<file path="config.mk">
export PLATFORM = sky130hd
export DESIGN_NAME = uart_rx
export DESIGN_NICKNAME = d
export VERILOG_FILES = /design/src/uart_pkg.sv /design/src/uart_rx.sv
export SDC_FILE = /design/constraint.sdc
export NUM_CORES = 1
export LEC_CHECK = 0
export ABC_AREA = 1
export BUFFER_PORTS_ARGS = -buffer_cell sky130_fd_sc_hd__buf_4
export CORE_MARGIN = 3
export CORE_UTILIZATION = 30
export CTS_CLUSTER_DIAMETER = 200
export DETAILED_ROUTE_END_ITERATION = 7
export MAX_ROUTING_LAYER = met4
export PLACE_DENSITY = 0.52
export SYNTH_ARGS = -nofsm -noshare
export SYNTH_HDL_FRONTEND = slang
export SYNTH_SLANG_ARGS = --single-unit
</file>
<file path="constraint.sdc">
create_clock -name i_clk -period 2.5 [get_ports i_clk]
set_input_delay 0.25 -clock i_clk [delete_from_list [all_inputs] [get_ports i_clk]]
set_output_delay 0.25 -clock i_clk [all_outputs]
set_load 0.1 [all_outputs]
</file>
<file path="src/uart_pkg.sv">
package uart_pkg;

    localparam int NB_DATA = 8;   // Data bits per frame
    localparam int SB_TICK = 16;  // One stop bit

    // Host command bytes
    localparam logic [NB_DATA-1:0] CMD_LOAD = 8'h4C;
    localparam logic [NB_DATA-1:0] CMD_RUN  = 8'h52;

endpackage

</file>
<file path="src/uart_rx.sv">
`timescale 1ns/10ps

module uart_rx (
    input  logic                         i_clk,
    input  logic                         i_reset,
    input  logic                         i_bit,
    input  logic                         i_tick,
    output logic                         o_done_data,
    output logic [uart_pkg::NB_DATA-1:0] o_data
);
    import uart_pkg::*;

    localparam int NB_NCOUNT = $clog2(NB_DATA);

    localparam logic [1:0] ST_IDLE  = 2'd0;
    localparam logic [1:0] ST_START = 2'd1;
    localparam logic [1:0] ST_DATA  = 2'd2;
    localparam logic [1:0] ST_STOP  = 2'd3;

    logic [1:0]           state;
    logic [3:0]           s_count;  // Ticks inside the current bit
    logic [NB_NCOUNT-1:0] n_count;  // Data bits taken so far

    always_ff @(posedge i_clk) begin
        if (i_reset) begin
            state       <= ST_IDLE;
            s_count     <= '0;
            n_count     <= '0;
            o_done_data <= 1'b0;
        end else begin
            o_done_data <= 1'b0;
            case (state)
                ST_IDLE: begin
                    if (!i_bit) begin
                        state   <= ST_START;
                        s_count <= '0;
                    end
                end
                ST_START: begin
                    if (i_tick) begin
                        if (s_count == 4'd7) begin  // Middle of the start bit
                            state   <= ST_DATA;
                            s_count <= '0;
                            n_count <= '0;
                        end else begin
                            s_count <= s_count + 1'b1;
                        end
                    end
                end
                ST_DATA: begin
                    if (i_tick) begin
                        if (s_count == 4'd15) begin
                            s_count <= '0;
                            o_data  <= {i_bit, o_data[NB_DATA-1:1]};  // LSB first
                            if (n_count == NB_NCOUNT'(NB_DATA - 1)) begin
                                state <= ST_STOP;
                            end else begin
                                n_count <= n_count + 1'b1;
                            end
                        end else begin
                            s_count <= s_count + 1'b1;
                        end
                    end
                end
                default: begin
                    if (i_tick) begin
                        if (s_count == 4'(SB_TICK - 1)) begin
                            state       <= ST_IDLE;
                            o_done_data <= 1'b1;
                        end else begin
                            s_count <= s_count + 1'b1;
                        end
                    end
                end
            endcase
        end
    end

endmodule

</file>
After elaboration in Yosys (flattened, before gate mapping)
Index checks and enable logic that the tools add are counted.
{ "word_totals": {"regBits": 18, "input_bits": 4, "output_inout_bits": 9, "word_cells": 55} }
{ "classes": {"n_addsub": 2, "n_eq_ne": 13, "mux": 24, "bitwise": 2, "reduce_logical": 9} }
{ "op_table": {"columns": ["op", "n"], "rows": [
  ["4-bit two-way mux", 7],
  ["2-bit two-way mux", 8],
  ["3-bit two-way mux", 5],
  ["2-bit inequality test, second input constant", 7],
  ["4-bit one-hot mux with 3 select lines", 1],
  ["8-bit AND reduction", 1],
  ["2-bit one-hot mux with 3 select lines", 1],
  ["3-bit one-hot mux with 2 select lines", 1],
  ["6-bit AND reduction", 1],
  ["5-bit AND reduction", 1],
  ["5-bit OR reduction", 1],
  ["4-bit by 1-bit adder with 4-bit output, second input constant", 1],
  ["4-bit by 3-bit equality test with 1-bit output, second input constant", 1],
  ["4-bit equality test, second input constant", 1],
  ["4-bit by 1-bit inequality test with 1-bit output, second input constant", 1],
  ["4-bit AND reduction", 1],
  ["2-bit nonzero test", 2],
  ["3-bit by 1-bit adder with 3-bit output, second input constant", 1],
  ["3-bit equality test, second input constant", 1],
  ["3-bit nonzero test", 1],
  ["2-bit by 1-bit equality test with 1-bit output, second input constant", 1],
  ["2-bit equality test, second input constant", 1],
  ["2-bit logical NOT", 1],
  ["1-bit NOT", 2],
  ["1-bit two-way mux", 1]
]} }

Longest topological paths before layout
{ "depth": {"word_depth": 5, "ltp_mapped": 11, "mapped_depth_nobuf": 11} }

Least setup slack after synthesis
No wires, ideal clock.
{ "synth_path": {"path_kind": "register -> register", "startpoint": "reg state[0]", "endpoint": "reg o_data[0] (netlist bit) (enable)", "setup_ns": 0.383, "t_arrival_ns": 1.399, "required_time_ns": 2.117, "setup_slack_ns": 0.718, "path_stages_with_launch": 5, "path_buffers": 0, "period_less_slack_ns": 1.782, "path_cell_list": "dfxtp_1 inv_1 ha_1 inv_2 nor3_1"} }
{ "synth_between": {"elab_chain_len": 2} }
{ "synth_lines": {"columns": ["element", "line_no", "rtl"], "rows": [
  ["from (decl)", "uart_rx.sv:20", "logic [1:0] state;"],
  ["from (signal assigned)", "uart_rx.sv:26", "state <= ST_IDLE;"],
  ["from (signal assigned)", "uart_rx.sv:35", "state <= ST_START;"],
  ["from (signal assigned)", "uart_rx.sv:42", "state <= ST_DATA;"],
  ["2-bit equality test", "uart_rx.sv:32", "case (state)"],
  ["4-bit AND reduction (no line)", null, null],
  ["to (signal assigned)", "uart_rx.sv:54", "o_data <= {i_bit, o_data[NB_DATA-1:1]};"],
  ["to (decl)", "uart_rx.sv:9", "output logic [uart_pkg::NB_DATA-1:0] o_data"]
]} }
Every way passes these cells.
A chain may end at the register's enable or synchronous reset.

Worst setup path in the final report
{ "layout_path": {"startpoint": "reg state[0]", "endpoint": "reg s_count[3]"} }
{ "layout_between": {"elab_chain_len": 3, "word_cells_on_any_way": 10, "classes_between": "6 x eq/ne; 1 x mux; 3 x reduce/logical"} }
{ "layout_lines": {"columns": ["element", "line_no", "rtl"], "rows": [
  ["2-bit equality test (tied with other cells)", "uart_rx.sv:32", null],
  ["4-bit by 1-bit inequality test with 1-bit output (no line) (tied with other cells)", null, null],
  ["5-bit AND reduction (no line)", null, null],
  ["to (signal assigned)", "uart_rx.sv:46", "s_count <= s_count + 1'b1;"],
  ["to (signal assigned)", "uart_rx.sv:61", "s_count <= s_count + 1'b1;"],
  ["to (signal assigned)", "uart_rx.sv:71", "s_count <= s_count + 1'b1;"],
  ["to (decl)", "uart_rx.sv:21", "logic [3:0] s_count;"]
]} }
Parallel ways exist; a longest one is shown, timed or not.

==> reports/metrics.cfg <==
[floorplanning]
row_count = 20
io-pin-count = 13
dieHeight_um = 62.9
start_util = 0.315
core_um2 = 3080
dieArea_um2 = 3960
die_w_um = 62.9

[drt]
wl_per_cell_um = 10.5
dr.pass1.iters = 4
avgViaCountPerCell = 4.37
vias = 778
drc_errors = 0
wl_um = 1870
antenna_left = 0
drt_iter0_markers = 44

[status]
status = finished, final reports clean

[clock_network]
root_buffer = clkbuf_4
postCtsSetupBuffers = 0
clock_latency_ps = 300
clock_path_buffers = 2
hold_buffers = 0
cts_tree = built
cts_resized = 0
clkSinkCount = 18
cts_made_buffers = 3
clk_pin_slew_worst_paths_ps = 110
cts-htree-levels = 1

[power]
p_leak_nw = 0.501
power_w = 0.00103
power_density_nw_per_um2 = 892
ir_drop_v = 0.000225

[grt]
grt_pass1_wl_um = 3260
grt_max_degree = 11
grt_overflow_total = 0
grtUsageMet1 = 0.107
antenna_found_initial = 0
grt_pass1_vias = 758
grt_usage = 0.109
grtUsageMet2 = 0.198
grt_use_met3 = 0.0252
busiest_layer = met2

[finish]
syn_to_final_growth_pct = 18.4
layout.nets = 146
layoutNonFillerInstCount = 178
final_common_cell = nand2_1
drive_gt1_frac = 0.246
antennaDiodeCount = 0
layout_common_cells = 28 x nand2_1, 17 x inv_1, 15 x nor2_1

[setup_path]
worstSetupStartpointType = flip-flop
r2r_start = state[0]
critical_path.endpoint = s_count[3]
cp-startpoint = state[0]
timing.rr.end = s_count[3]
worstPathRequired_ps = 2700
reg2reg_slack_ps = 880
critPathArrivalTime_ps = 1810
cp_max_fo = 7
r2r_cells = 10
end_kind = flip-flop
path_class = reg -> reg

[sta]
finalSetupTns_ps = 0
hold_viol = 0
tightest_slew_ps = 294
max_freq_ghz = 0.618
drv_slew = 0
slew_headroom = 0.804
hold_ws_ps = 132
finClkSkew_ps = 11.6
period_minus_slack_ps = 1620
min_period_over_period = 0.647
rsz0062_at_grt = false
setup_viol = 0

[yosys]
ys_types = 20
ys_warn_count = 0
ys_seq_area_frac = 0.454
syn_nets = 128
syn_area_um2 = 971
netlist_instances = 117
synth_area_per_cell_um2 = 8.30
ys_ff_latch = 18

[place]
place_inst = 174
gp_congestion = 0.900
dpl.hpwl_um = 1490
portBuffers = 12

[hold_path]
hold_path_class = in -> reg

[run]
maxCapViolCount = 0

Yosys cell counts (all sizes together):
master,instances,area share
nor3,2,0.015
nand3,10,0.062
nor4,1,0.0064
edfxtp,8,0.25
nor2,20,0.095
ha,7,0.090
o21ai,5,0.030
a21oi,1,0.0090
dfxtp,10,0.21
nand2,34,0.16
or2,1,0.0064
inv,18,0.070
state kept, by name, summed over array words and instances (netlist names):
signal and flops:
s_count 4, o_done_data 1, state 2, n_count 3
o_data 8
critical path: stages, from the launching register on:
cell     delay (ps)
dfxtp_1         400
inv_1            80
ha_1            280
inv_2           150
nand2_4          80
nand2_4          70
nand2_4          60
nor2_4          170
nand3_2          90
nand2_2          90
nor2_1           50
metal layers:
metal | up-vias | share of wire
met3 | 2 | 0.035
met2 | 19 | 0.53
li1 | 402 | -
met4 | 0 | 0.010
met1 | 355 | 0.42
met5 | - | 0
how the worst min path moves through the flow:
stage	startpoint	end	slack (ps)	cells past startpoint
global route	i_bit	o_data[7]	120	1
CTS	i_bit	o_data[7]	120	1
global placement	o_data[7]	o_data[6]	440	0
detailed placement	i_bit	o_data[7]	450	1
floorplan	i_bit	o_data[7]	350	0
finish	i_bit	o_data[7]	130	1
logic make-up (layout without fill, tap and decap cells):
kind of cell	after synthesis	after routing	share of synthesized area
simple gates	68	68	0.348
flops	18	18	0.454
buf+inv	18	35	0.0696
fa+ha+maj	7	7	0.0902
compound gates	6	6	0.0387
power by group:
group	total, W	switching, W	internal (W)
logic	0.000490	0.000314	0.000176
registers	0.000384	0.0000351	0.000349
clock network	0.000152	0.0000898	0.0000622
total	0.00103	0.000439	0.000587
through the flow:
step / setup slack (ps) / utilization / cell area (um^2)
3_3_place_gp: 966 / 0.365 / 1120
4_1_cts: 876 / 0.374 / 1150
2_1_floorplan: 718 / - / 971
3_5_place_dp: 912 / 0.365 / 1120
5_1_grt: 739 / 0.374 / 1150
6_report: 881 / 0.374 / 1150
cell type report:
cell class,count,area (um^2)
multi-input cells,81,463
clock buffers,4,26.3
flip-flops and latches,18,440
inverters,18,67.6
well taps,44,55.1
repair buffers,13,97.6
fillers,332,1930
No activity file was read; power rests on OpenSTA's default activity.
