## config.mk

```make
export PLATFORM = sky130hd
export DESIGN_NAME = uart_baud_gen
export DESIGN_NICKNAME = d
export VERILOG_FILES = /design/src/uart_baud_gen.sv
export SDC_FILE = /design/constraint.sdc
export NUM_CORES = 1
export LEC_CHECK = 0
export ABC_AREA = 1
export BUFFER_PORTS_ARGS = -buffer_cell sky130_fd_sc_hd__buf_2
export CAP_MARGIN = 20
export CORE_AREA = 2 2 39 41
export DETAILED_ROUTE_END_ITERATION = 10
export DIE_AREA = 0 0 41 43
export PLACE_DENSITY = 0.63
export SYNTH_ARGS = -nofsm -noshare
export SYNTH_HDL_FRONTEND = slang
export SYNTH_SLANG_ARGS = --single-unit
```

## constraint.sdc

```tcl
create_clock -name i_clk -period 2.25 [get_ports i_clk]
set_input_delay 0.225 -clock i_clk [delete_from_list [all_inputs] [get_ports i_clk]]
set_output_delay 0.225 -clock i_clk [all_outputs]
set_load 0.02 [all_outputs]
```

## src/uart_baud_gen.sv

```systemverilog
`timescale 1ns/10ps

module uart_baud_gen #(
    parameter int CLKS_PER_TICK = 651
) (
    input  logic i_clk,
    input  logic i_reset,
    output logic o_tick
);
    localparam int NB_COUNT = $clog2(CLKS_PER_TICK);

    logic [NB_COUNT-1:0] count;

    assign o_tick = (count == NB_COUNT'(CLKS_PER_TICK - 1));

    always_ff @(posedge i_clk) begin
        if (i_reset || o_tick) begin
            count <= '0;
        end else begin
            count <= count + 1'b1;
        end
    end

endmodule

```

== Word-level counts from Yosys, hierarchy flattened ==
Index checks and enable logic that the tools add are counted.

* Add/sub/neg operators: 1
* Equality and inequality tests: 1
* Reduce and logical (&&, ||, !) cells: 1

{| class="wikitable"
|+ Operator list
! cell !! count
|-
| $add 10x1->10 const B || 1
|-
| $eq 10x10->1 const B || 1
|-
| $logic_or 1x1->1 || 1
|}

* Register bits after elaboration: 10
* Bits of input ports: 2
* Output and inout bits: 1
* Word-level logic and storage cells: 4

== Longest topological paths before layout ==
Gate-level depths: netlist of the first run.

* Depth in word-level cells: 2
* Depth in mapped cells: 7
* Mapped depth without buffers: 7

== Worst setup path before layout of the first run ==
Ideal clock, no wire load.

* Kind: register to output
* Start point: register count[0]
* End point: output port o_tick
* Arrival: 916 ps
* Required time: 2025 ps
* Setup slack: 1109 ps
* Stages on the path, launching flop included: 7
* Buffers on the path: 0
* Cell sequence: dfxtp_1 -> inv_1 -> ha_1 -> nand2_1 -> nor2_1 -> nand3_2 -> inv_1

* Word-level cells in the longest chain between the ends: 1

{| class="wikitable"
|+ RTL lines
! what !! line !! text
|-
| from (decl) || 12 || <nowiki>logic [NB_COUNT-1:0] count;</nowiki>
|-
| from (signal assigned) || 20 || <nowiki>count <= count + 1'b1;</nowiki>
|-
| $eq 10x10->1 || 14 || <nowiki>assign o_tick = (count == NB_COUNT'(CLKS_PER_TICK - 1));</nowiki>
|-
| to (decl) || 8 || <nowiki>output logic o_tick</nowiki>
|}

Every way passes these cells.

== Final worst setup path of the first run ==
Same ends and word-level chain as after synthesis.

==> results of run 1 <==
==> critical path, delay by kind of cell (launching register included) <==
kind	cells	cell delay, ns
and+or+nand+nor	3	0.30
buffers and inverters	3	0.28
adders and majority gates	1	0.13
DFF	1	0.34
==> cell usage in the layout, fill, tap and decap left out <==
cell,instances
sky130_fd_sc_hd__a21oi_1,1
sky130_fd_sc_hd__a21oi_2,2
sky130_fd_sc_hd__buf_2,2
sky130_fd_sc_hd__clkbuf_4,3
sky130_fd_sc_hd__dfxtp_1,10
sky130_fd_sc_hd__ha_1,2
sky130_fd_sc_hd__inv_1,11
sky130_fd_sc_hd__nand2_1,14
sky130_fd_sc_hd__nand2_4,1
sky130_fd_sc_hd__nand3_1,3
sky130_fd_sc_hd__nand3_2,3
sky130_fd_sc_hd__nor2_1,11
sky130_fd_sc_hd__nor2_4,2
sky130_fd_sc_hd__xnor2_1,2
sky130_fd_sc_hd__xor2_1,3
==> worst max path at each step <==
| stage | endpoint | slack, ns | startpoint |
|---|---|---|---|
| 3_3_place_gp | o_tick | 1.04 | count[0] |
| 6_report | o_tick | 0.71 | count[0] |
| 3_5_place_dp | o_tick | 1.01 | count[0] |
| 4_1_cts | o_tick | 0.71 | count[0] |
| 2_1_floorplan | o_tick | 1.11 | count[0] |
| 5_1_grt | o_tick | 0.62 | count[0] |
==> cells in the mapped netlist <==
library cell	instances
sky130_fd_sc_hd__a21oi_1	1
sky130_fd_sc_hd__a21oi_2	2
sky130_fd_sc_hd__dfxtp_1	10
sky130_fd_sc_hd__ha_1	2
sky130_fd_sc_hd__inv_1	11
sky130_fd_sc_hd__nand2_1	14
sky130_fd_sc_hd__nand2_4	1
sky130_fd_sc_hd__nand3_1	3
sky130_fd_sc_hd__nand3_2	3
sky130_fd_sc_hd__nor2_1	11
sky130_fd_sc_hd__nor2_4	2
sky130_fd_sc_hd__xnor2_1	2
sky130_fd_sc_hd__xor2_1	3
==> power by group <==
part           switching, mW  internal (mW)  total (mW)
registers            0.00521          0.182       0.187
logic                0.00910        0.00665      0.0158
clock network         0.0560         0.0615       0.118
total                 0.0703          0.250       0.320
==> kinds of logic (layout without fill, tap and decap cells) <==
kind of cell | Yosys count | in the layout | synth area share
AO/OA/AOI/OAI | 3 | 3 | 0.0446
XOR/XNOR | 5 | 5 | 0.0866
adder cells (fa/ha/maj) | 2 | 2 | 0.0495
buffers and inverters | 11 | 16 | 0.0817
AND/OR/NAND/NOR | 34 | 34 | 0.342
flip-flops | 10 | 10 | 0.396
==> layout make-up <==
cell class / count / area [sq um] / share of cell area
well taps: 16 / 20.0 / 0.0359
multi-input cells: 44 / 264 / 0.473
clock buffers: 3 / 22.5 / 0.0404
repair buffers: 2 / 10.0 / 0.0179
flip-flops and latches: 10 / 200 / 0.359
inverters: 11 / 41.3 / 0.0740
==> per-stage QoR <==
step	setup slack, ns	utilization	cell area, sq um	hold slack, ns	cells
6_report	0.710	0.403	558	0.309	86
5_1_grt	0.624	0.403	558	0.321	86
4_1_cts	0.714	0.403	558	0.303	86
3_5_place_dp	1.01	0.387	536	0.468	83
3_3_place_gp	1.04	0.387	536	0.456	83
2_1_floorplan	1.11	-	505	0.440	65
==> layer usage <==
| metal | global-route usage | up-vias | routed length (um) |
|---|---|---|---|
| li1 | - | 205 | - |
| met1 | 0.127 | 164 | 370 |
| met2 | 0.206 | 5 | 402 |
| met3 | 0.0785 | 2 | 37 |
| met4 | 0.0400 | 0 | 8 |
| met5 | 0 | - | 0 |
==> metrics.txt, run 1 <==
actual transition at the worst max-transition pin=0.186 ns; Clk Latency, worst-skew pair=0.26 ns; clock edge transition at the registers on the reported setup and hold paths=0.06 ns; headroom to the max-slew limit=0.876; floorplan die height=43 um; GRT Util Overall=0.127; synthesis warning total=0; Congestion Overflow GR=0; Hold Startpoint=i_reset; fraction of layout instances using a drive strength above 1=0.186; layout overhead on the synthesized area=10.4%; Synth Net Count=69; CTS tree=done; number of antenna violations at the first check in global routing=0; DR vias=376; post-layout min period=1.54 ns; average via count per standard cell=4.37; hold depth=4; r2r setup slk=1.09 ns; Layout Skew=0.000207 ns; effective utilization at floorplan=0.365; count of input and output buffers=2; maximum achievable frequency=around 650 MHz; hold-fix buffers at CTS=0; proportion of synthesized chip area in sequential cells=0.396; Placeable Area=0.00138 sq mm; largest cells by area after synthesis=sky130_fd_sc_hd__dfxtp_1, sky130_fd_sc_hd__nand2_1, sky130_fd_sc_hd__inv_1; gate count after technology mapping=65; average wire per standard cell=around 9.5 um; final setup fails=0; largest vdd supply drop=0.000264 V; post-route DRC violation count=0; # Post-CTS Setup Buffers=0; slowest cell on the critical path=sky130_fd_sc_hd__dfxtp_1; run status=completed; ordered cell list for the critical path=inv_1 -> ha_1 -> nand2_1 -> nor2_1 -> nand3_2 -> inv_1 -> buf_2; cell at the root of the clock tree=sky130_fd_sc_hd__clkbuf_4; reg-to-reg critical path endpoint=count[5]; global placement routability congestion=0.690; vias in the first global route=387; count of TritonRoute iterations in the first routing pass=4; Antenna Diode Count=0; unrepaired setup endpoints after global routing=no; slowest cell delay on critical path=0.34 ns; number of cells upsized or downsized after cts=0; Post-Syn Area=505 sq um; fraction of the cycle the final worst path needs=0.684; signal arrival time at the worst endpoint=1.31 ns; fillers=between 100 and 150; classification of the worst-slack hold path=in -> reg; number of flip-flops in the largest register=10; cell taking the most area after synthesis=sky130_fd_sc_hd__dfxtp_1; largest register by flop count=count; HPWL after detailed placement=a little under 600 um; Total Power Consumption=roughly 320 uW; largest registers ranked by flip-flop count=count x10; count of clock tree sinks=10; maximum level of the CTS H-tree=1; mean instance size in the synthesized netlist=7.78 sq um; antenna violation net count after detailed routing=0; total negative slack=0 ns; Maximum Capacitance Violations=0; initial DRC count=6; worst min-delay path endpoint=count[9]; length in cells of the worst reg-to-reg path=7; std cell rows=14; final-report max-slew violation count=0; TritonCTS Buffers=3; Required @ worst endpoint=2.03 ns; kind of end point of the critical path=output pin; global-route wire length before repair=1480 um; classification of the worst setup path=reg -> out; number of distinct standard cells referenced by the synthesized netlist=13; Fin. Hold Viols=0; Final Net Count=76; largest net degree at the start of global routing=11; Max FO, Critical Path=4; area share of the largest cell type after synthesis=0.396; most common cell type on the critical path=sky130_fd_sc_hd__inv_1; Reg2Reg Launch Point=count[0]; Total Die Area=0.00176 sq mm; I/O pin count=3; final routed wirelength across all metal layers=a little over 800 um; maximum count of clock buffers along a single path=2; number of flip-flops and latches in the synthesized netlist=10; width of the die=41 um; Power Density=574 mW/mm^2; CP Launch Type=register; static leakage=~0.21 nW
(Power assumes the default switching activity.)
==> run 2, diff against run 1 <==
--- a/config.mk
+++ b/config.mk
@@ -11,7 +11,7 @@
 export CORE_AREA = 2 2 39 41
 export DETAILED_ROUTE_END_ITERATION = 10
 export DIE_AREA = 0 0 41 43
-export PLACE_DENSITY = 0.63
+export PLACE_DENSITY = 0.65
 export SYNTH_ARGS = -nofsm -noshare
 export SYNTH_HDL_FRONTEND = slang
 export SYNTH_SLANG_ARGS = --single-unit
==> constraint.sdc (replaced) <==
create_clock -name i_clk -period 1.3 [get_ports i_clk]
set_input_delay 0.13 -clock i_clk [delete_from_list [all_inputs] [get_ports i_clk]]
set_output_delay 0.13 -clock i_clk [all_outputs]
set_load 0.02 [all_outputs]
==> run 2 against run 1 <==
Cell area up 8.7%; first-iteration DRC count is 83% lower; worst setup slack lost 0.68 ns; final cell count rose by 3.5%; total power increased by 80%; critical path depth stayed put; sequential power rose by 73%; sequential share of layout area decreased by 2.5 points; register-to-register slack worse by 0.97 ns; combinational power rose to 2.9 times the previous value; via count increased by 5.6%; critical path type unchanged; largest cell class unchanged.
==> metrics.txt, run 2 (synthesized netlist as in run 1, its figures left out) <==
maximum level of the CTS H-tree=1; actual transition at the worst max-transition pin=roughly 0.2 ns; classification of the worst-slack hold path=in -> reg; largest register by flop count=count; antenna violation net count after detailed routing=0; initial DRC count=1; global placement routability congestion=around 0.73; floorplan die height=43 um; length in cells of the worst reg-to-reg path=6; cell at the root of the clock tree=sky130_fd_sc_hd__clkbuf_4; Placeable Area=0.00138 sq mm; Layout Skew=0.00708 ns; largest vdd supply drop=around 0.00067 V; Clk Latency, worst-skew pair=roughly 0.26 ns; Fin. Hold Viols=0; commonest non-fill, non-tap cell in the layout=sky130_fd_sc_hd__nand2_1; HPWL after detailed placement=557 um; Final Net Count=79; r2r setup slk=around 0.12 ns; TritonCTS Buffers=3; headroom to the max-slew limit=0.869; count of TritonRoute iterations in the first routing pass=4; Antenna Diode Count=0; CP Launch Type=register; fraction of the cycle the final worst path needs=0.976; effective utilization at floorplan=0.365; number of flip-flops in the largest register=10; final setup fails=0; post-layout min period=1.27 ns; DR vias=397; fraction of layout instances using a drive strength above 1=0.315; worst setup slack after placement=around 0.16 ns; std cell rows=14; Max FO, Critical Path=2; clock edge transition at the registers on the reported setup and hold paths=0.06 ns; Maximum Capacitance Violations=0; layout overhead on the synthesized area=20.0%; signal arrival time at the worst endpoint=1.14 ns; Total Die Area=0.00176 sq mm; average wire per standard cell=9.22 um; count of clock tree sinks=10; classification of the worst setup path=reg -> out; CTS tree=done; Power Density=948 mW/mm^2; kind of end point of the critical path=output pin; global-route wire length before repair=1420 um; vias in the first global route=346; post-route DRC violation count=0; fillers=around 140; worst-case setup margin in the final layout=0.0313 ns; count of input and output buffers=2; run status=completed; final-report max-slew violation count=0; maximum achievable frequency=788 MHz; width of the die=roughly 41 um; Congestion Overflow GR=0; utilization after layout=0.439; final routed wirelength across all metal layers=821 um; GRT Util Overall=0.129; hold-fix buffers at CTS=0; static leakage=0.221 nW; number of antenna violations at the first check in global routing=0; I/O pin count=3; average via count per standard cell=4.46; largest net degree at the start of global routing=11; largest registers ranked by flip-flop count=count x10; unrepaired setup endpoints after global routing=yes; Required @ worst endpoint=1.17 ns; top library cells by usage in the layout, fill and taps aside=sky130_fd_sc_hd__nand2_1, sky130_fd_sc_hd__nor2_1, sky130_fd_sc_hd__inv_1, sky130_fd_sc_hd__dfxtp_1; hold depth=4; maximum count of clock buffers along a single path=2
run 2: critical path, cell delays in order (launching register included):
cell,delay (ns)
sky130_fd_sc_hd__dfxtp_2,0.32
sky130_fd_sc_hd__inv_2,0.07
sky130_fd_sc_hd__ha_4,0.13
sky130_fd_sc_hd__nand2_2,0.04
sky130_fd_sc_hd__nor2_2,0.08
sky130_fd_sc_hd__nand3_2,0.08
sky130_fd_sc_hd__inv_2,0.06
sky130_fd_sc_hd__buf_6,0.10
run 2: timing repair:
item | CTS | global route
setup endpoints to repair | 1 | 1
pin swaps | 4 | 2
buffers inserted | 3 | 0
resized for setup | 8 | 2
run 2: cell type report:
type,count,area (sq um),area share
Sequential cell,10,203,0.334
Timing Repair Buffer,5,38.8,0.0639
Multi-Input combinational cell,44,282,0.464
Tap cell,16,20.0,0.0330
Clock buffer,3,22.5,0.0371
Inverter,11,41.3,0.0680
run 2: routing by layer:
metal / part of all wire / global-route usage
met2: 0.48 / 0.181
met1: 0.46 / 0.140
met3: 0.032 / 0.0785
met4: 0.026 / 0.0800
met5: 0 / 0
run 2: metrics by stage:
step / power (mW) / instance area [sq um] / std cells / hold WS, ns / TNS, ns
floorplan: 0.351 / 505 / 65 / 0.364 / 0
global placement: 0.358 / 536 / 83 / 0.455 / 0
detailed placement: 0.357 / 536 / 83 / 0.468 / 0
CTS: 0.584 / 602 / 89 / 0.205 / 0
global route: 0.615 / 607 / 89 / 0.198 / -0.0739
finish: 0.575 / 607 / 89 / 0.204 / 0
run 2: worst paths after layout:
path / start / to
max: count[0] / o_tick
min: i_reset / count[7]
max reg2reg: count[1] / count[6]
min reg2reg: count[9] / count[9]
run 2: power breakdown:
part	internal [mW]	total, mW	leakage, nW	switching (mW)
clock network	0.107	0.205	0.0138	0.0989
registers	0.316	0.324	0.0817	0.00834
logic	0.0226	0.0459	0.125	0.0233
total	0.445	0.575	0.221	0.131
