`src/uart_pkg.sv`:
```
package uart_pkg;

    localparam int NB_DATA = 8;   // Data bits per frame
    localparam int SB_TICK = 16;  // One stop bit

    // Host command bytes
    localparam logic [NB_DATA-1:0] CMD_LOAD = 8'h4C;
    localparam logic [NB_DATA-1:0] CMD_RUN  = 8'h52;

endpackage

```
`src/bip_isa_pkg.sv`:
```
package bip_isa_pkg;

    localparam int NB_OPCODE  = 5;
    localparam int NB_OPERAND = 11;
    localparam int NB_ADDR    = 11;
    localparam int RAM_WIDTH  = 16;

    // Any other opcode runs as a nop
    localparam logic [NB_OPCODE-1:0] OP_HLT  = 5'd0;
    localparam logic [NB_OPCODE-1:0] OP_STO  = 5'd1;
    localparam logic [NB_OPCODE-1:0] OP_LD   = 5'd2;
    localparam logic [NB_OPCODE-1:0] OP_LDI  = 5'd3;
    localparam logic [NB_OPCODE-1:0] OP_ADD  = 5'd4;
    localparam logic [NB_OPCODE-1:0] OP_ADDI = 5'd5;
    localparam logic [NB_OPCODE-1:0] OP_SUB  = 5'd6;
    localparam logic [NB_OPCODE-1:0] OP_SUBI = 5'd7;

    typedef struct packed {
        logic [NB_OPCODE-1:0] opcode;
        logic [NB_ADDR-1:0]   addr;    // Data memory address
    } bip_mem_t;

    typedef struct packed {
        logic [NB_OPCODE-1:0]         opcode;
        logic signed [NB_OPERAND-1:0] value;  // Two's complement immediate
    } bip_imm_t;

    // One instruction word, read as a memory or an immediate form
    typedef union packed {
        bip_mem_t mem;
        bip_imm_t imm;
    } bip_instr_u;

endpackage
```
`src/bip_debug_interface.sv`:
```
`timescale 1ns/10ps

module bip_debug_interface (
    input  logic                               i_clk,
    input  logic                               i_reset,
    input  logic                               i_rx_done,
    input  logic [uart_pkg::NB_DATA-1:0]       i_rx_data,
    input  logic                               i_tx_done,
    input  logic                               i_halt,
    input  logic [bip_isa_pkg::NB_ADDR-1:0]    i_pc,
    input  logic [bip_isa_pkg::RAM_WIDTH-1:0]  i_acc,
    output logic                               o_tx_start,
    output logic [uart_pkg::NB_DATA-1:0]       o_tx_data,
    output logic                               o_pm_we,
    output logic [bip_isa_pkg::NB_ADDR-1:0]    o_pm_addr,
    output logic [bip_isa_pkg::RAM_WIDTH-1:0]  o_pm_data,
    output logic                               o_cpu_reset
);
    import bip_isa_pkg::*;
    import uart_pkg::*;

    localparam logic [2:0] ST_IDLE   = 3'd0;
    localparam logic [2:0] ST_COUNT  = 3'd1;  // Waiting for word count
    localparam logic [2:0] ST_HIGH   = 3'd2;
    localparam logic [2:0] ST_LOW    = 3'd3;
    localparam logic [2:0] ST_RUN    = 3'd4;
    localparam logic [2:0] ST_REPORT = 3'd5;

    logic [2:0]           state;
    logic [NB_DATA-1:0]   words_left;
    logic [NB_DATA-1:0]   high_byte;
    logic [RAM_WIDTH-1:0] cycles;
    logic [2:0]           byte_idx;     // Report byte 0..5
    logic [RAM_WIDTH-1:0] report_word;

    ////////////////////////////////////////////////////////////////////////////
    // Report byte select for PC, ACC and cycles with the high byte first
    ////////////////////////////////////////////////////////////////////////////
    always_comb begin
        case (byte_idx[2:1])
            2'd0:    report_word = RAM_WIDTH'(i_pc);
            2'd1:    report_word = i_acc;
            default: report_word = cycles;
        endcase
    end

    assign o_tx_data  = byte_idx[0] ? report_word[NB_DATA-1:0]
                                    : report_word[RAM_WIDTH-1 -: NB_DATA];
    assign o_tx_start = (state == ST_REPORT) && i_tx_done;

    ////////////////////////////////////////////////////////////////////////////
    // Command FSM
    ////////////////////////////////////////////////////////////////////////////
    always_ff @(posedge i_clk) begin
        if (i_reset) begin
            state       <= ST_IDLE;
            words_left  <= '0;
            cycles      <= '0;
            byte_idx    <= '0;
            o_pm_we     <= 1'b0;
            o_pm_addr   <= '0;
            o_cpu_reset <= 1'b1;
        end else begin
            o_pm_we <= 1'b0;
            if (o_pm_we) begin
                o_pm_addr <= o_pm_addr + 1'b1;  // Next word slot
            end
            case (state)
                ST_IDLE: begin
                    if (i_rx_done && (i_rx_data == CMD_LOAD)) begin
                        state <= ST_COUNT;
                    end else if (i_rx_done && (i_rx_data == CMD_RUN)) begin
                        state       <= ST_RUN;
                        cycles      <= '0;
                        o_cpu_reset <= 1'b0;
                    end
                end
                ST_COUNT: begin
                    if (i_rx_done) begin
                        words_left <= i_rx_data;
                        o_pm_addr  <= '0;
                        state      <= (i_rx_data == '0) ? ST_IDLE : ST_HIGH;
                    end
                end
                ST_HIGH: begin
                    if (i_rx_done) begin
                        high_byte <= i_rx_data;
                        state     <= ST_LOW;
                    end
                end
                ST_LOW: begin
                    if (i_rx_done) begin
                        o_pm_we    <= 1'b1;
                        o_pm_data  <= {high_byte, i_rx_data};
                        words_left <= words_left - 1'b1;
                        state      <= (words_left == NB_DATA'(1)) ? ST_IDLE : ST_HIGH;
                    end
                end
                ST_RUN: begin
                    if (i_halt) begin
                        state    <= ST_REPORT;
                        byte_idx <= '0;
                    end else begin
                        cycles <= cycles + 1'b1;
                    end
                end
                default: begin
                    if (o_tx_start) begin
                        if (byte_idx == 3'd5) begin
                            state       <= ST_IDLE;
                            o_cpu_reset <= 1'b1;  // CPU back in reset
                        end else begin
                            byte_idx <= byte_idx + 1'b1;
                        end
                    end
                end
            endcase
        end
    end

    // Start only reaches an idle transmitter, which takes it at once
    a_start_when_idle : assert property (
        @(posedge i_clk) disable iff (i_reset) o_tx_start |=> !i_tx_done
    );

endmodule

```
`config.mk`:
```
export PLATFORM = sky130hd
export DESIGN_NAME = bip_debug_interface
export DESIGN_NICKNAME = d
export VERILOG_FILES = /design/src/uart_pkg.sv /design/src/bip_isa_pkg.sv /design/src/bip_debug_interface.sv
export SDC_FILE = /design/constraint.sdc
export NUM_CORES = 1
export LEC_CHECK = 0
export ABC_AREA = 1
export BUFFER_PORTS_ARGS = -buffer_cell sky130_fd_sc_hd__buf_2
export CORE_UTILIZATION = 44
export CTS_CLUSTER_SIZE = 14
export DETAILED_ROUTE_END_ITERATION = 10
export HOLD_SLACK_MARGIN = 0.15
export PLACE_DENSITY = 0.67
export SYNTH_ARGS = -nofsm -noshare
export SYNTH_HDL_FRONTEND = slang
export SYNTH_SLANG_ARGS = --single-unit
```
`constraint.sdc`:
```
create_clock -name i_clk -period 3.6 [get_ports i_clk]
set_input_delay 0.18 -clock i_clk [delete_from_list [all_inputs] [get_ports i_clk]]
set_output_delay 0.18 -clock i_clk [all_outputs]
set_load 0.005 [all_outputs]
```
# Yosys cells after proc, flatten, opt, wreduce, memory -nomap -nowiden
# Cells that the tools add are included.
dict set report totals {
  register_bits 67
  output_inout_bits 38
  elab_cells 92
}
dict set report op_classes {
  n_reduce_logical 23
  bitwise_logic 4
  eq_ne 19
  n_addsub 4
  mux 33
}
# cell count
set op_table {}
lappend op_table {{$pmux 16 s2} 2}
lappend op_table {{$mux 16} 3}
lappend op_table {{$mux 11} 3}
lappend op_table {{$mux 3} 11}
lappend op_table {{$mux 8} 3}
lappend op_table {{$add 16x1->16 const B} 1}
lappend op_table {{$eq 8x7->1 const B} 2}
lappend op_table {{$pmux 8 s2} 1}
lappend op_table {{$pmux 3 s5} 1}
lappend op_table {{$ne 2x2->1 const B} 7}
lappend op_table {{$reduce_bool 6->1} 2}
lappend op_table {{$add 11x1->11 const B} 1}
lappend op_table {{$reduce_bool 2->1} 5}
lappend op_table {{$eq 3x3->1 const B} 3}
lappend op_table {{$reduce_and 3->1} 3}
lappend op_table {{$eq 8x1->1 const B} 1}
lappend op_table {{$logic_not 8->1} 1}
lappend op_table {{$reduce_and 4->1} 2}
lappend op_table {{$reduce_or 4->1} 2}
lappend op_table {{$sub 8x1->8 const B} 1}
lappend op_table {{$reduce_and 7->1} 1}
lappend op_table {{$eq 3x2->1 const B} 2}
lappend op_table {{$pmux 3 s2} 1}
lappend op_table {{$mux 1} 5}
lappend op_table {{13 further kinds} 19}

# Longest topological paths before layout
dict set report depth {
  word_depth 5
  depth_mapped 10
  ltp_nobuf 10
}

# Worst setup path before layout
# Ideal clock, no wire load.
dict set report synth_timing {
  kind {register to register}
  startpoint {register state[2]}
  endpoint {register o_pm_data[0] in the netlist's numbering (enable)}
  stages_incl_launch_ff 6
  arrival_time_ps 1966
  path_buffers 0
  slack_ps 1225
  t_required_ps 3191
  setup_time_ps 409
  period_less_slack_ps 2375
  path_cell_list {dfxtp_1 inv_2 nand2_2 nor2_2 inv_2 nor3_1}
}
dict set report synth_via {
  elab_chain_len 2
}
# item line
set synth_lines {}
lappend synth_lines {{start, declared} bip_debug_interface.sv:29} ;# logic [2:0] state;
lappend synth_lines {{start signal, assigned} bip_debug_interface.sv:82} ;# state <= (i_rx_data == '0) ? ST_IDLE : ST_HIGH;
lappend synth_lines {{start signal, assigned} bip_debug_interface.sv:96} ;# state <= (words_left == NB_DATA'(1)) ? ST_IDLE : ST_HIGH;
lappend synth_lines {{$eq 3x2->1} bip_debug_interface.sv:68} ;# case (state)
lappend synth_lines {{$reduce_and 3->1 (no source line)} --}
lappend synth_lines {{end signal, assigned} bip_debug_interface.sv:94} ;# o_pm_data <= {high_byte, i_rx_data};
lappend synth_lines {{end, declared} bip_debug_interface.sv:16} ;# output logic [bip_isa_pkg::RAM_WIDTH-1:0] o_pm_data,
# No other way between the ends.
# A chain may end at the register's enable or synchronous reset.

# Final worst setup path
dict set report layout_timing {
  startpoint {register byte_idx[2]}
  endpoint {output o_tx_data[0] in the netlist's numbering}
}
dict set report layout_via {
  elab_chain_len 3
}
# item line
set layout_lines {}
lappend layout_lines {{start, declared} bip_debug_interface.sv:33} ;# logic [2:0] byte_idx;
lappend layout_lines {{start signal, assigned} bip_debug_interface.sv:113} ;# byte_idx <= byte_idx + 1'b1;
lappend layout_lines {{$eq 2x1->1 or $logic_not 2->1 (tied branches)} bip_debug_interface.sv:40} ;# case (byte_idx[2:1])
lappend layout_lines {{$pmux 16 s2 *} bip_debug_interface.sv:40}
lappend layout_lines {{$mux 8 *} bip_debug_interface.sv:47} ;# assign o_tx_data = byte_idx[0] ? report_word[NB_DATA-1:0]
lappend layout_lines {{end, declared} bip_debug_interface.sv:13} ;# output logic [uart_pkg::NB_DATA-1:0] o_tx_data,
# Mark *: on every way between the ends. The rest lies on a longest branch, timed or not.

==> key figures <==
Status
  • Status: finished clean

Layout
  • Final core occ: 0.556
  • Most frequent cells in the layout: nand2_1, buf_2, inv_1
  • Multi-input logic area: 1660 sq um
  • Nets: 612
  • Share of post-route cells with drive strength above 1: 0.193
  • Post-route cell area: 4290 sq um
  • Final-layout fill cell count: 731
  • Commonest non-fill, non-tap cell in the layout: nand2_1
  • Layout area overhead: 21.7%
  • Register area: 1580 sq um
  • Diode count: 0

GRT
  • First-pass GRT wire length: 13500 um
  • Vias in the first global route: 2957
  • Initial antenna violation count: 0
  • Aggregate global-route resource usage: 0.198
  • Largest net degree at the start of global routing: 28
  • Total global routing overflow: 0

STA
  • Setup TNS Final: 0 ns
  • Final worst slack: 1.37 ns
  • Worst slew pin tran: 1.08 ns
  • Highest clock rate: 0.448 GHz
  • Final period utilization: 0.620
  • Minimum clock period: 2.23 ns
  • Fin. max-slew vios: 0
  • Slew HR: 0.272
  • Final Hold Viols: 0
  • Final setup viols: 0
  • WHS: 0.233 ns
  • Layout Skew: 0.00994 ns
  • RSZ-0062 raised after global routing: no

Route
  • Final ANT Viol Nets: 0
  • WL met1: 3930 um
  • Met2 WL post-DR: 3580 um
  • WL/cell: 11.9 um
  • Via count: 3322
  • Total wire length: 8000 um
  • DR top layer: met4
  • Drt pass-1 iters: 4
  • Violation count after the first detailed-route iteration: 186
  • Met3 Wirelength: 402 um
  • Drt drc: 0
  • DR vias/cell: 4.94

Synthesis
  • Async set or reset register ratio after synthesis: 0
  • Yosys reg bits: 67
  • Netlist cell types: 35
  • YS warnings: 0
  • Post-Syn Instances: 477
  • Post-synth EDFFs: 24
  • Syn Area/Cell: 7.40 sq um
  • Mapped Nets: 523
  • Mapped Area: 3530 sq um
  • Register area share after synthesis: 0.448
  • Ys flop type: dfxtp_1

Clock tree
  • Root buffer cell: clkbuf_8
  • Cts repair resizes: 0
  • CTS sink count: 67
  • CTS tree: done
  • Post-CTS Setup Bufs: 0
  • Skew-Pair Late Insertion Delay: 0.33 ns
  • H-Tree Depth: 3
  • TritonCTS buffer count: 9
  • Maximum buffer depth of the clock tree: 2
  • Clock transition at the registers of the reported paths: 0.08 ns

Power and ir drop
  • Leak: 0.00182 uW
  • Worst ir drop on vdd: 229 uV
  • Power Density: 463 nW/um^2

Worst setup path
  • CP Launch Type: flop
  • Worst EP required: 3.42 ns
  • Worst Setup End Kind: output port
  • Worst EP arrival: 2.05 ns
  • Worst Path Class, Setup: reg -> out
  • Worst Path Max Fanout: 16

Placement
  • Place WS: 1.73 ns
  • Placed Area: 4000 sq um
  • Port Buf Inserts: 77
  • RD Place Congestion: 0.857
  • Post-DP HPWL: 5970 um

Floorplanning
  • # IOs: 78
  • Die X-Extent: 91.6 um
  • Die ar.: 8380 sq um
  • Cell row count: 32
  • Die H: 91.6 um
  • Initial core utilization: 0.457
  • Core box area: 7730 sq um

Flow run
  • Total of max-cap violations: 0

Min path
  • HP Class: in -> reg
-- metal layers --
layer / vias up / track usage
met5: - / 0
met4: 0 / 0.0648
met3: 9 / 0.0343
met2: 92 / 0.312
met1: 1471 / 0.274
li1: 1750 / -
-- stage by stage --
| step | power (uW) | std cells |
|---|---|---|
| after floorplan | 1240 | 477 |
| after detailed placement | 1350 | 648 |
| after global placement | 1340 | 648 |
| after global routing | 2120 | 673 |
| final | 1990 | 673 |
| after CTS | 2000 | 673 |
-- where the power goes --
group | switching [uW] | internal [uW] | leakage (uW)
clock | 314 | 331 | 0.0000984
combinational | 310 | 170 | 0.00115
sequential | 41.7 | 821 | 0.000563
-- cell type report --
class                   instances  area share
multi-input cells             338       0.386
flip-flops and latches         67       0.368
repair buffers                 87       0.113
inverters                      63      0.0557
well taps                     102      0.0297
clock buffers                   9      0.0289
clock inverters                 7      0.0192
-- cells in the mapped netlist (3+ instances only) --
library cell    n  area share
nand2_1       123        0.13
inv_1          58       0.062
nor2_1         52       0.055
a21oi_1        45       0.064
dfxtp_1        43        0.24
nand3_1        36       0.051
edfxtp_1       24        0.20
o21ai_0        21       0.030
nor3_1         10       0.014
nand4_1         7       0.012
ha_1            6       0.021
nand3b_1        6       0.013
xor2_1          6       0.015
o211ai_1        5       0.011
buf_2           4      0.0057
a32o_1          3      0.0085
inv_2           3      0.0032
nand2_2         3      0.0053
-- path summary, 6_finish.rpt --
check | depth (start not counted) | end | slack, ns | start
max reg2reg | 3 | high_byte[4] | 1.74 | state[2]
min | 2 | state[1] | 0.23 | i_reset
max | 8 | o_tx_data[0] | 1.37 | byte_idx[2]
min reg2reg | 0 | o_pm_data[12] | 0.42 | high_byte[4]
-- timing repair --
action	in CTS	in global routing
hold endpoints to repair	17	0
endpoints found under the setup margin	0	0
hold buffers	9	0
-- critical path: stages, from the launching register on --
cell and delay (ns):
dfxtp_1 0.53, clkinv_1 0.32, nand2_1 0.12, inv_1 0.20
nand2_1 0.12, o211ai_1 0.08, o21ai_0 0.17, inv_1 0.05
buf_2 0.12
-- cells by family (layout without fill, tap and decap cells) --
group / Yosys count / after routing / share of synthesized area
buffers and inverters: 72 / 166 / 0.0840
xor gates and xnor gates: 7 / 7 / 0.0174
DFF: 67 / 67 / 0.448
AOI/OAI and AO/OA: 79 / 79 / 0.124
and+or+nand+nor: 246 / 246 / 0.305
adders and majority gates: 6 / 6 / 0.0213
-- registers in the layout, summed over array words and instances, names as in the netlist --
name	count
high_byte	8
o_cpu_reset	1
words_left	8
cycles	16
o_pm_we	1
byte_idx	3
state	3
o_pm_addr	11
o_pm_data	16
No activity file was read; power rests on OpenSTA's default activity.
