File: config.mk
export PLATFORM = sky130hd
export DESIGN_NAME = bip_cpu
export DESIGN_NICKNAME = d
export VERILOG_FILES = /design/src/bip_isa_pkg.sv /design/src/bip_cpu.sv
export SDC_FILE = /design/constraint.sdc
export NUM_CORES = 1
export LEC_CHECK = 0
export BUFFER_PORTS_ARGS = -buffer_cell sky130_fd_sc_hd__buf_2
export CAP_MARGIN = 10
export CORE_MARGIN = 10
export CORE_UTILIZATION = 29
export CTS_CLUSTER_DIAMETER = 80
export DETAILED_ROUTE_END_ITERATION = 10
export GPL_TIMING_DRIVEN = 0
export SKIP_LAST_GASP = 1
export SYNTH_ARGS = -nofsm -noshare
export SYNTH_HDL_FRONTEND = slang
export SYNTH_SLANG_ARGS = --single-unit
File: constraint.sdc
create_clock -name i_clk -period 3.65 [get_ports i_clk]
set_input_delay 0.1825 -clock i_clk [delete_from_list [all_inputs] [get_ports i_clk]]
set_output_delay 0.1825 -clock i_clk [all_outputs]
set_load 0.01 [all_outputs]
File: src/bip_isa_pkg.sv
package bip_isa_pkg;

    localparam int NB_OPCODE  = 5;
    localparam int NB_OPERAND = 11;
    localparam int NB_ADDR    = 11;
    localparam int RAM_WIDTH  = 16;

    // Any other opcode runs as a nop
    localparam logic [NB_OPCODE-1:0] OP_HLT  = 5'd0;
    localparam logic [NB_OPCODE-1:0] OP_STO  = 5'd1;
    localparam logic [NB_OPCODE-1:0] OP_LD   = 5'd2;
    localparam logic [NB_OPCODE-1:0] OP_LDI  = 5'd3;
    localparam logic [NB_OPCODE-1:0] OP_ADD  = 5'd4;
    localparam logic [NB_OPCODE-1:0] OP_ADDI = 5'd5;
    localparam logic [NB_OPCODE-1:0] OP_SUB  = 5'd6;
    localparam logic [NB_OPCODE-1:0] OP_SUBI = 5'd7;

    typedef struct packed {
        logic [NB_OPCODE-1:0] opcode;
        logic [NB_ADDR-1:0]   addr;    // Data memory address
    } bip_mem_t;

    typedef struct packed {
        logic [NB_OPCODE-1:0]         opcode;
        logic signed [NB_OPERAND-1:0] value;  // Two's complement immediate
    } bip_imm_t;

    // One instruction word, read as a memory or an immediate form
    typedef union packed {
        bip_mem_t mem;
        bip_imm_t imm;
    } bip_instr_u;

endpackage
File: src/bip_cpu.sv
`timescale 1ns/10ps

module bip_cpu (
    input  logic                               i_clk,
    input  logic                               i_reset,
    input  bip_isa_pkg::bip_instr_u            i_instr,
    input  logic [bip_isa_pkg::RAM_WIDTH-1:0]  i_dm_data,
    output logic [bip_isa_pkg::NB_ADDR-1:0]    o_pc_fetch,
    output logic [bip_isa_pkg::NB_ADDR-1:0]    o_pc,
    output logic [bip_isa_pkg::RAM_WIDTH-1:0]  o_acc,
    output logic [bip_isa_pkg::NB_ADDR-1:0]    o_dm_addr,
    output logic [bip_isa_pkg::RAM_WIDTH-1:0]  o_dm_data,
    output logic                               o_dm_we,
    output logic                               o_halt
);
    import bip_isa_pkg::*;

    logic [NB_ADDR-1:0]   pc_fetch;
    logic                 fetch_valid;  // Low during the first fetch cycle
    logic [NB_OPCODE-1:0] opcode;
    logic                 use_imm;
    logic [RAM_WIDTH-1:0] imm_ext;
    logic [RAM_WIDTH-1:0] operand;

    ////////////////////////////////////////////////////////////////////////////
    // Decode
    ////////////////////////////////////////////////////////////////////////////
    assign opcode  = i_instr.mem.opcode;
    assign imm_ext = {{(RAM_WIDTH-NB_OPERAND){i_instr.imm.value[NB_OPERAND-1]}},
                      i_instr.imm.value};
    assign use_imm = (opcode == OP_LDI) || (opcode == OP_ADDI) || (opcode == OP_SUBI);
    assign operand = use_imm ? imm_ext : i_dm_data;

    assign o_halt    = fetch_valid && (opcode == OP_HLT);
    assign o_dm_we   = fetch_valid && (opcode == OP_STO);
    assign o_dm_addr = i_instr.mem.addr;
    assign o_dm_data = o_acc;

    // While halted the halt word is fetched again, so it stays on the bus
    assign o_pc_fetch = o_halt ? o_pc : pc_fetch;

    ////////////////////////////////////////////////////////////////////////////
    // Program counters and accumulator
    ////////////////////////////////////////////////////////////////////////////
    always_ff @(posedge i_clk) begin
        if (i_reset) begin
            pc_fetch    <= '0;
            o_pc        <= '0;
            fetch_valid <= 1'b0;
            o_acc       <= '0;
        end else if (!o_halt) begin
            pc_fetch    <= pc_fetch + 1'b1;
            o_pc        <= pc_fetch;        // Address of the word now in flight
            fetch_valid <= 1'b1;
            if (fetch_valid) begin
                case (opcode)
                    OP_LD, OP_LDI:   o_acc <= operand;
                    OP_ADD, OP_ADDI: o_acc <= o_acc + operand;
                    OP_SUB, OP_SUBI: o_acc <= o_acc - operand;
                    default:         o_acc <= o_acc;
                endcase
            end
        end
    end

    // A frozen CPU keeps its state and must leave data memory alone
    a_no_store_on_halt : assert property (
        @(posedge i_clk) disable iff (i_reset)
        o_halt |=> o_halt && !o_dm_we && $stable(o_pc) && $stable(o_acc)
    );

endmodule

======== After elaboration in Yosys (flattened, before gate mapping) ========
Index checks and enable logic that the tools add are counted.
cells by class
  mux-type cells .......................... 3
  add/sub/neg operators ................... 3
  reduce and logical (&&, ||, !) cells .... 10
  equality and inequality tests ........... 7
  bitwise operators ....................... 1
operators with widths
  cell                                                  number
  case mux 16 bit (3 select lines)                      1
  equality test 5 x 3 -> 1 bit (second input constant)  4
  adder 16 bit                                          1
  2-to-1 mux 16 bit                                     1
  subtractor 16 bit                                     1
  adder 11 x 1 -> 11 bit (second input constant)        1
  2-to-1 mux 11 bit                                     1
  equality test 5 x 2 -> 1 bit (second input constant)  2
  OR reduction 2 bit                                    3
  equality test 5 x 1 -> 1 bit (second input constant)  1
  zero test 5 bit                                       1
  AND reduction 3 bit                                   1
  nonzero test 3 bit                                    1
  logical AND 1 bit                                     2
  logical OR 1 bit                                      2
  NOT 1 bit                                             1
storage, ports and cells
  flip-flop bits (word level) ............. 39
  input bits .............................. 34

======== Depth between registers and ports, before layout ========
Gate-level depths: netlist of the first run.
  word-level depth ........................ 6
  gate-level depth with buffers ........... 16
  mapped depth without buffers ............ 15

======== Worst setup path after synthesis of the first run ========
No wires, ideal clock.
  path type ............................... input -> register
  start point ............................. in i_instr[12] in the netlist's numbering
  end point ............................... reg o_acc[9] in the netlist's numbering
  library setup time ...................... 0.132 ns
  data arrival time ....................... 2.995 ns
  data required time ...................... 3.518 ns
  stages .................................. 15
  setup slack ............................. 0.523 ns
  path through ............................ or2_2 > buf_2 > nand3_2 > buf_2 > mux2i_1 > a31oi_1 > xor2_1 > ha_1 > o21ai_0 > nor2_1 > o21a_1 > o21a_1 > or4_1 > nand3_1 > a21oi_1
between the ends
  longest elaborated chain between the ends .. 6
RTL lines
  element                                                                              RTL line                      RTL
  start: declaration                                                                   bip_cpu.sv:6                  input bip_isa_pkg::bip_instr_u i_instr,
  equality test 5 x 2 -> 1 bit / equality test 5 x 3 -> 1 bit (equally long branches)  bip_cpu.sv:31, bip_cpu.sv:56
  logical OR 1 bit (2 in series)                                                       bip_cpu.sv:31                 assign use_imm = (opcode == OP_LDI) || (opcode == OP_ADDI) || (opcode == OP_SUBI);
  2-to-1 mux 16 bit                                                                    bip_cpu.sv:32                 assign operand = use_imm ? imm_ext : i_dm_data;
  subtractor 16 bit / adder 16 bit (equally long branches)                             bip_cpu.sv:59, bip_cpu.sv:58
  case mux 16 bit (3 select lines)                                                     bip_cpu.sv:56                 case (opcode)
  end signal: assignment                                                               bip_cpu.sv:57                 OP_LD, OP_LDI: o_acc <= operand;
  end signal: assignment                                                               bip_cpu.sv:58                 OP_ADD, OP_ADDI: o_acc <= o_acc + operand;
  end signal: assignment                                                               bip_cpu.sv:59                 OP_SUB, OP_SUBI: o_acc <= o_acc - operand;
  end: declaration                                                                     bip_cpu.sv:10                 output logic [bip_isa_pkg::RAM_WIDTH-1:0] o_acc,
Parallel ways exist; a longest one is shown, timed or not.
A chain may end at the register's enable or synchronous reset.

======== Worst setup path in the final report of the first run ========
Ends and elaborated chain as after synthesis.

==> results of run 1 <==
==> placed cells by master (no fill, tap or decap), types with 3 or more instances in the layout <==
master and count:
nand4_1 6, buf_4 27, nor2_1 37, mux2i_2 3, o31ai_1 3, xnor2_1 17
buf_2 102, o21ai_0 20, o21a_1 4, and3_1 4, o211ai_1 7, a211oi_1 8
ha_1 16, dfxtp_1 39, a31oi_1 6, nand2_1 61, xor2_1 18, and2_1 12
a21oi_1 31, nor3_1 13, nand3_1 6, clkbuf_1 13, nand2b_1 5, clkbuf_16 5
nor4_1 4, mux2i_1 13, or3_1 6, inv_1 9
==> routing by layer <==
metal / routed length, um / up-vias / GRT usage (%)
li1: - / 1714 / -
met1: 4690 / 1487 / 15.5
met2: 4510 / 127 / 19.4
met3: 769 / 4 / 3.00
met4: 87 / 0 / 3.01
met5: 0 / - / 0
==> final timing paths <==
check | slack [ns] | cells after the start | from | endpoint
setup / recovery | 0.22 | 16 | i_instr[12] | o_acc[9]
hold / removal | 0.12 | 2 | i_reset | o_acc[4]
hold reg to reg | 0.49 | 2 | o_acc[0] | o_acc[0]
setup reg to reg | 1.31 | 11 | o_acc[0] | o_acc[8]
==> power by group through the flow <==
stage / clock (mW) / combinational [mW] / sequential, mW
final: 0.500 / 0.341 / 0.455
after global routing: 0.526 / 0.380 / 0.457
after CTS: 0.505 / 0.339 / 0.455
after detailed placement: 0 / 0.337 / 0.464
after global placement: 0 / 0.331 / 0.464
after floorplan: 0 / 0.227 / 0.464
==> flip-flops by register name, summed over array words and instances (netlist names) <==
register	flops
pc_fetch	11
o_acc	16
o_pc	11
fetch_valid	1
==> cell type report <==
cell class,instances,area [um2]
multi-input combinational,338,2210
clock buffer,5,125
buffer,44,270
sequential,39,781
tap,140,175
timing repair buffer,99,495
fill,1155,6850
inverter,9,33.8
clock inverter,3,43.8
==> through the flow <==
step                cells  setup slack, ns  setup TNS (ns)
floorplan             430            0.523               0
global placement      669          0.00662               0
detailed placement    669          -0.0725          -0.144
CTS                   677            0.220               0
global route          677           0.0588               0
finish                677            0.219               0
==> what timing repair did <==
action	CTS	global route
buffers inserted	0	0
setup endpoints to repair	0	6
gates resized for setup	0	4
==> cells by family (layout without fill, tap and decap cells) <==
family / Yosys count / after routing / synth area share, %
compound gates: 96 / 96 / 18.3
xor+xnor: 35 / 35 / 9.33
fa+ha+maj: 17 / 17 / 6.70
buf+inv: 53 / 160 / 9.26
flops: 39 / 39 / 23.8
mux: 18 / 18 / 5.68
simple gates: 172 / 172 / 26.9
==> flow_summary.json, run 1 <==
{
  "ys_types": 60,
  "combPwrFrac_pct": 26.3,
  "cp.arrival_ns": 3.57,
  "synthFlopType": "dfxtp_1",
  "pin_count": 101,
  "post-route-util_pct": 37.7,
  "dieWidth_um": 126,
  "tightest_slew_ns": 0.667,
  "syn_area_um2": 3280,
  "final_nets": 587,
  "dr.pass1.iters": 5,
  "final_area_um2": 4140,
  "place_area_um2": 3960,
  "syn-num-nets": 481,
  "max_clock_freq_mhz": 291,
  "final_hold_viol_count": 0,
  "port_buffers": 99,
  "power_frac_seq_pct": 35.1,
  "hpwl_um": 8360,
  "grt_pass1_wl_um": 16300,
  "cpMostUsedCell": "buf_2",
  "grt_max_degree": 14,
  "grt_antenna_before_repair": 0,
  "synth_area_leaders": "dfxtp_1 24%, nand2_1 7.0%, buf_4 6.2%",
  "rsz0062_at_grt": "false",
  "clkTransAtPathRegs_ns": 0.06,
  "power-per-cell-area_nw_per_um2": 313,
  "yosysSeqAreaShare_pct": 23.8,
  "grt-ovfl-total": 0,
  "period_needed_ns": 3.43,
  "ir_drop_mv": 0.204,
  "drt_wl_total_um": 10100,
  "tritoncts": "built",
  "finalSetupViolations": 0,
  "min-delay-path-class": "in2reg",
  "drcViolationCount": 0,
  "fin_worst_skew_ns": 0.00593,
  "crit_buf_inv": 3,
  "ant_nets": 0,
  "fin_crit_sh_pct": 94.0,
  "die-height_um": 126,
  "cts-htree-levels": 2,
  "max_stage_delay_ns": 0.40,
  "drtIter0Drc": 151,
  "internal-power_mw": 0.910,
  "yosysTopAreaCell": "dfxtp_1",
  "ys_warn_count": 0,
  "synth_common_cells": "61 x nand2_1, 39 x dfxtp_1, 37 x nor2_1, 31 x a21oi_1, 27 x buf_4",
  "critPathSlowestCell": "or4_1",
  "switchingPower_mw": 0.386,
  "swShare_pct": 29.8,
  "start_util_pct": 29.9,
  "cts_made_buffers": 5,
  "crit_path_max_fanout": 10,
  "power_mw": 1.30,
  "synthToLayoutAreaGrowth_pct": 25.9,
  "crit_family": "simple AND/OR/NAND/NOR gates",
  "max_slew_margin_pct": 54.4,
  "rows": 38,
  "cts_sinks": 39,
  "final_layout_size_suffix_gt1_share_pct": 29.2,
  "maxSlewViolCount": 0,
  "antennaDiodeCount": 0,
  "power_leakage_nw": 1.97,
  "synth_top_area_share_pct": 23.8,
  "synth_edf_count": 0,
  "cp.required_ns": 3.79,
  "viasPerCell": 4.92,
  "syn_area_per_cell_um2": 7.64,
  "p_clk_share_pct": 38.6,
  "insertion_delay_ns": 0.28,
  "hold-worst-slack_ns": 0.125,
  "path_class": "in2reg",
  "place_congestion": 0.873,
  "synthArstFlopShare_pct": 0,
  "status": "complete, no violations",
  "num_vias": 3332,
  "cts_buffer_depth": 2,
  "crit_chain": "buf_2 > or2_2 > buf_2 > nand3_2 > buf_2 > mux2i_2 > a31oi_1 > xor2_1 > ha_1 > o21ai_0 > nor2_1 > o21a_1 > o21a_1 > or4_1 > nand3_1 > a21oi_1",
  "synth_seq_cells": 39,
  "synth.most_common_cell": "nand2_1",
  "end_kind": "register",
  "grt_pass1_vias": 3288,
  "critPathLaunchType": "input port",
  "ctsHoldBuffers": 0,
  "synth_cells": 430,
  "core_um2": 11000,
  "grt.total_usage_pct": 12.0,
  "wire_per_inst_um": 14.9,
  "maxCapViolations": 0,
  "die_area_um2": 16000,
  "root_buffer": "clkbuf_16"
}
Note: power is estimated with default switching activity, not from simulation.
==> inputs of run 2 (changes only) <==
--- a/config.mk
+++ b/config.mk
@@ -5,12 +5,12 @@
 export SDC_FILE = /design/constraint.sdc
 export NUM_CORES = 1
 export LEC_CHECK = 0
-export BUFFER_PORTS_ARGS = -buffer_cell sky130_fd_sc_hd__buf_2
 export CAP_MARGIN = 10
 export CORE_MARGIN = 10
 export CORE_UTILIZATION = 29
 export CTS_CLUSTER_DIAMETER = 80
 export DETAILED_ROUTE_END_ITERATION = 10
+export DONT_BUFFER_PORTS = 1
 export GPL_TIMING_DRIVEN = 0
 export SKIP_LAST_GASP = 1
 export SYNTH_ARGS = -nofsm -noshare
==> run 2 against run 1 <==
Net effect: clock-buffer cell count up 1; flip-flop and latch count is the same; non-clock buffer count down 98; combinational power down 18%; clock power is 15% lower; global-route usage hardly changed; sequential power increased by 1%; critical endpoint is now o_acc[15]; highest routed layer unchanged.
==> flow_summary.json, run 2 (synthesis gave the netlist of run 1 again) <==
{
  "status": "complete, no violations",
  "power_leakage_nw": 1.49,
  "place_area_um2": 3460,
  "path_class": "in2reg",
  "largest-register": "o_acc",
  "dieWidth_um": 126,
  "num_vias": 2957,
  "largest_register_ffs": 16,
  "max_slew_margin_pct": 49.5,
  "fin_worst_skew_ns": 0.00798,
  "grt_antenna_before_repair": 0,
  "pin_count": 101,
  "synthToLayoutAreaGrowth_pct": 9.94,
  "viasPerCell": 5.11,
  "fin_crit_sh_pct": 90.0,
  "cts-htree-levels": 2,
  "insertion_delay_ns": 0.28,
  "end_kind": "register",
  "period_needed_ns": 3.29,
  "rsz0062_at_grt": "false",
  "cts_sinks": 39,
  "finalSetupViolations": 0,
  "setup_slack_ns": 0.364,
  "r2r_start": "o_acc[4]",
  "rrSetupSlack_ns": 1.30,
  "ir_drop_mv": 0.276,
  "start_util_pct": 29.9,
  "crit_path_max_fanout": 10,
  "antennaDiodeCount": 0,
  "drtIter0Drc": 192,
  "combPwrFrac_pct": 24.0,
  "internal-power_mw": 0.811,
  "hp-start": "i_reset",
  "wire_per_inst_um": 16.9,
  "dr.pass1.iters": 4,
  "critPathLaunchType": "input port",
  "final_hold_viol_count": 0,
  "maxSlewViolCount": 0,
  "grt_pass1_wl_um": 16100,
  "cts_buffer_depth": 2,
  "tritoncts": "built",
  "clkTransAtPathRegs_ns": 0.06,
  "root_buffer": "clkbuf_16",
  "setup.worst_path.start": "i_instr[12]",
  "reg_top3": "o_acc x16, o_pc x11, pc_fetch x11",
  "rows": 38,
  "grt.total_usage_pct": 12.0,
  "final_common_cell": "nand2_1",
  "hpwl_um": 8200,
  "grt-ovfl-total": 0,
  "drcViolationCount": 0,
  "most-common-layout-cells": "61 x nand2_1, 39 x dfxtp_1, 37 x nor2_1, 31 x a21oi_1, 27 x buf_4",
  "grt_max_degree": 13,
  "cp.required_ns": 3.81,
  "final_layout_size_suffix_gt1_share_pct": 12.3,
  "maxCapViolations": 0,
  "place_congestion": 0.917,
  "max_clock_freq_mhz": 304,
  "min-delay-path-class": "in2reg",
  "final_area_um2": 3610,
  "p_clk_share_pct": 36.5,
  "switchingPower_mw": 0.355,
  "final_nets": 489,
  "core_um2": 11000,
  "cts_made_buffers": 5,
  "die_area_um2": 16000,
  "die-height_um": 126,
  "swShare_pct": 30.5,
  "cp.arrival_ns": 3.44,
  "grt_pass1_vias": 2932,
  "post-cts-setup-buffer-count": 0,
  "tightest_slew_ns": 0.738,
  "power-per-cell-area_nw_per_um2": 323,
  "port_buffers": 0,
  "power_frac_seq_pct": 39.6,
  "ant_nets": 0,
  "final.setup.tns_ns": 0,
  "post-place-ws_ns": 0.0584,
  "drt_wl_total_um": 9810
}
run 2: power groups by stage:
| stage | clock network, mW | registers (mW) | logic [mW] |
|---|---|---|---|
| after floorplan | 0 | 0.464 | 0.227 |
| after global placement | 0 | 0.472 | 0.276 |
| after detailed placement | 0 | 0.472 | 0.278 |
| after CTS | 0.433 | 0.463 | 0.281 |
| after global routing | 0.449 | 0.464 | 0.315 |
| final | 0.425 | 0.461 | 0.280 |
run 2: layout make-up:
class | instances | area [um2]
multi-input combinational | 338 | 2200
timing repair buffer | 1 | 10.0
clock buffer | 6 | 129
fill | 1181 | 7370
inverter | 9 | 33.8
sequential | 39 | 781
tap | 140 | 175
buffer | 44 | 270
clock inverter | 2 | 12.5
run 2: final timing paths:
kind | to | depth (start not counted)
max | o_acc[15] | 15
max reg2reg | o_acc[15] | 8
min | o_acc[9] | 3
min reg2reg | pc_fetch[9] | 2
run 2: layer usage:
layer  GRT usage (%)  routed length, um  vias to the layer above
li1                -                  -                     1512
met1            15.2               4480                     1342
met2            19.2               4380                       95
met3            3.92                839                        8
met4            3.15                112                        0
met5               0                  0                        -
run 2: through the flow:
| step | hold slack, ns | instances | util [%] | total power [mW] |
|---|---|---|---|---|
| final | 0.255 | 579 | 32.9 | 1.17 |
| after global routing | 0.283 | 579 | 32.9 | 1.23 |
| after global placement | 0.264 | 570 | 31.5 | 0.747 |
| after detailed placement | 0.265 | 570 | 31.5 | 0.750 |
| after CTS | 0.257 | 579 | 32.9 | 1.18 |
| after floorplan | 0.262 | 430 | - | 0.691 |
run 2: what timing repair did:
item / 4_1_cts / 5_1_grt
hold buffers: 1 / 0
endpoints found under the hold margin: 2 / 0
gates resized for setup: 0 / 0
run 2: critical path: stages:
cell and delay, ns:
or2_2 0.27, buf_2 0.16, nand3_2 0.15, buf_2 0.29, mux2i_1 0.40, a31oi_1 0.15
xor2_1 0.17, ha_1 0.33, o21ai_0 0.13, o21ai_0 0.43, o211ai_1 0.20, a31oi_1 0.28
nand2_1 0.09, nor2_1 0.12, o31ai_2 0.07
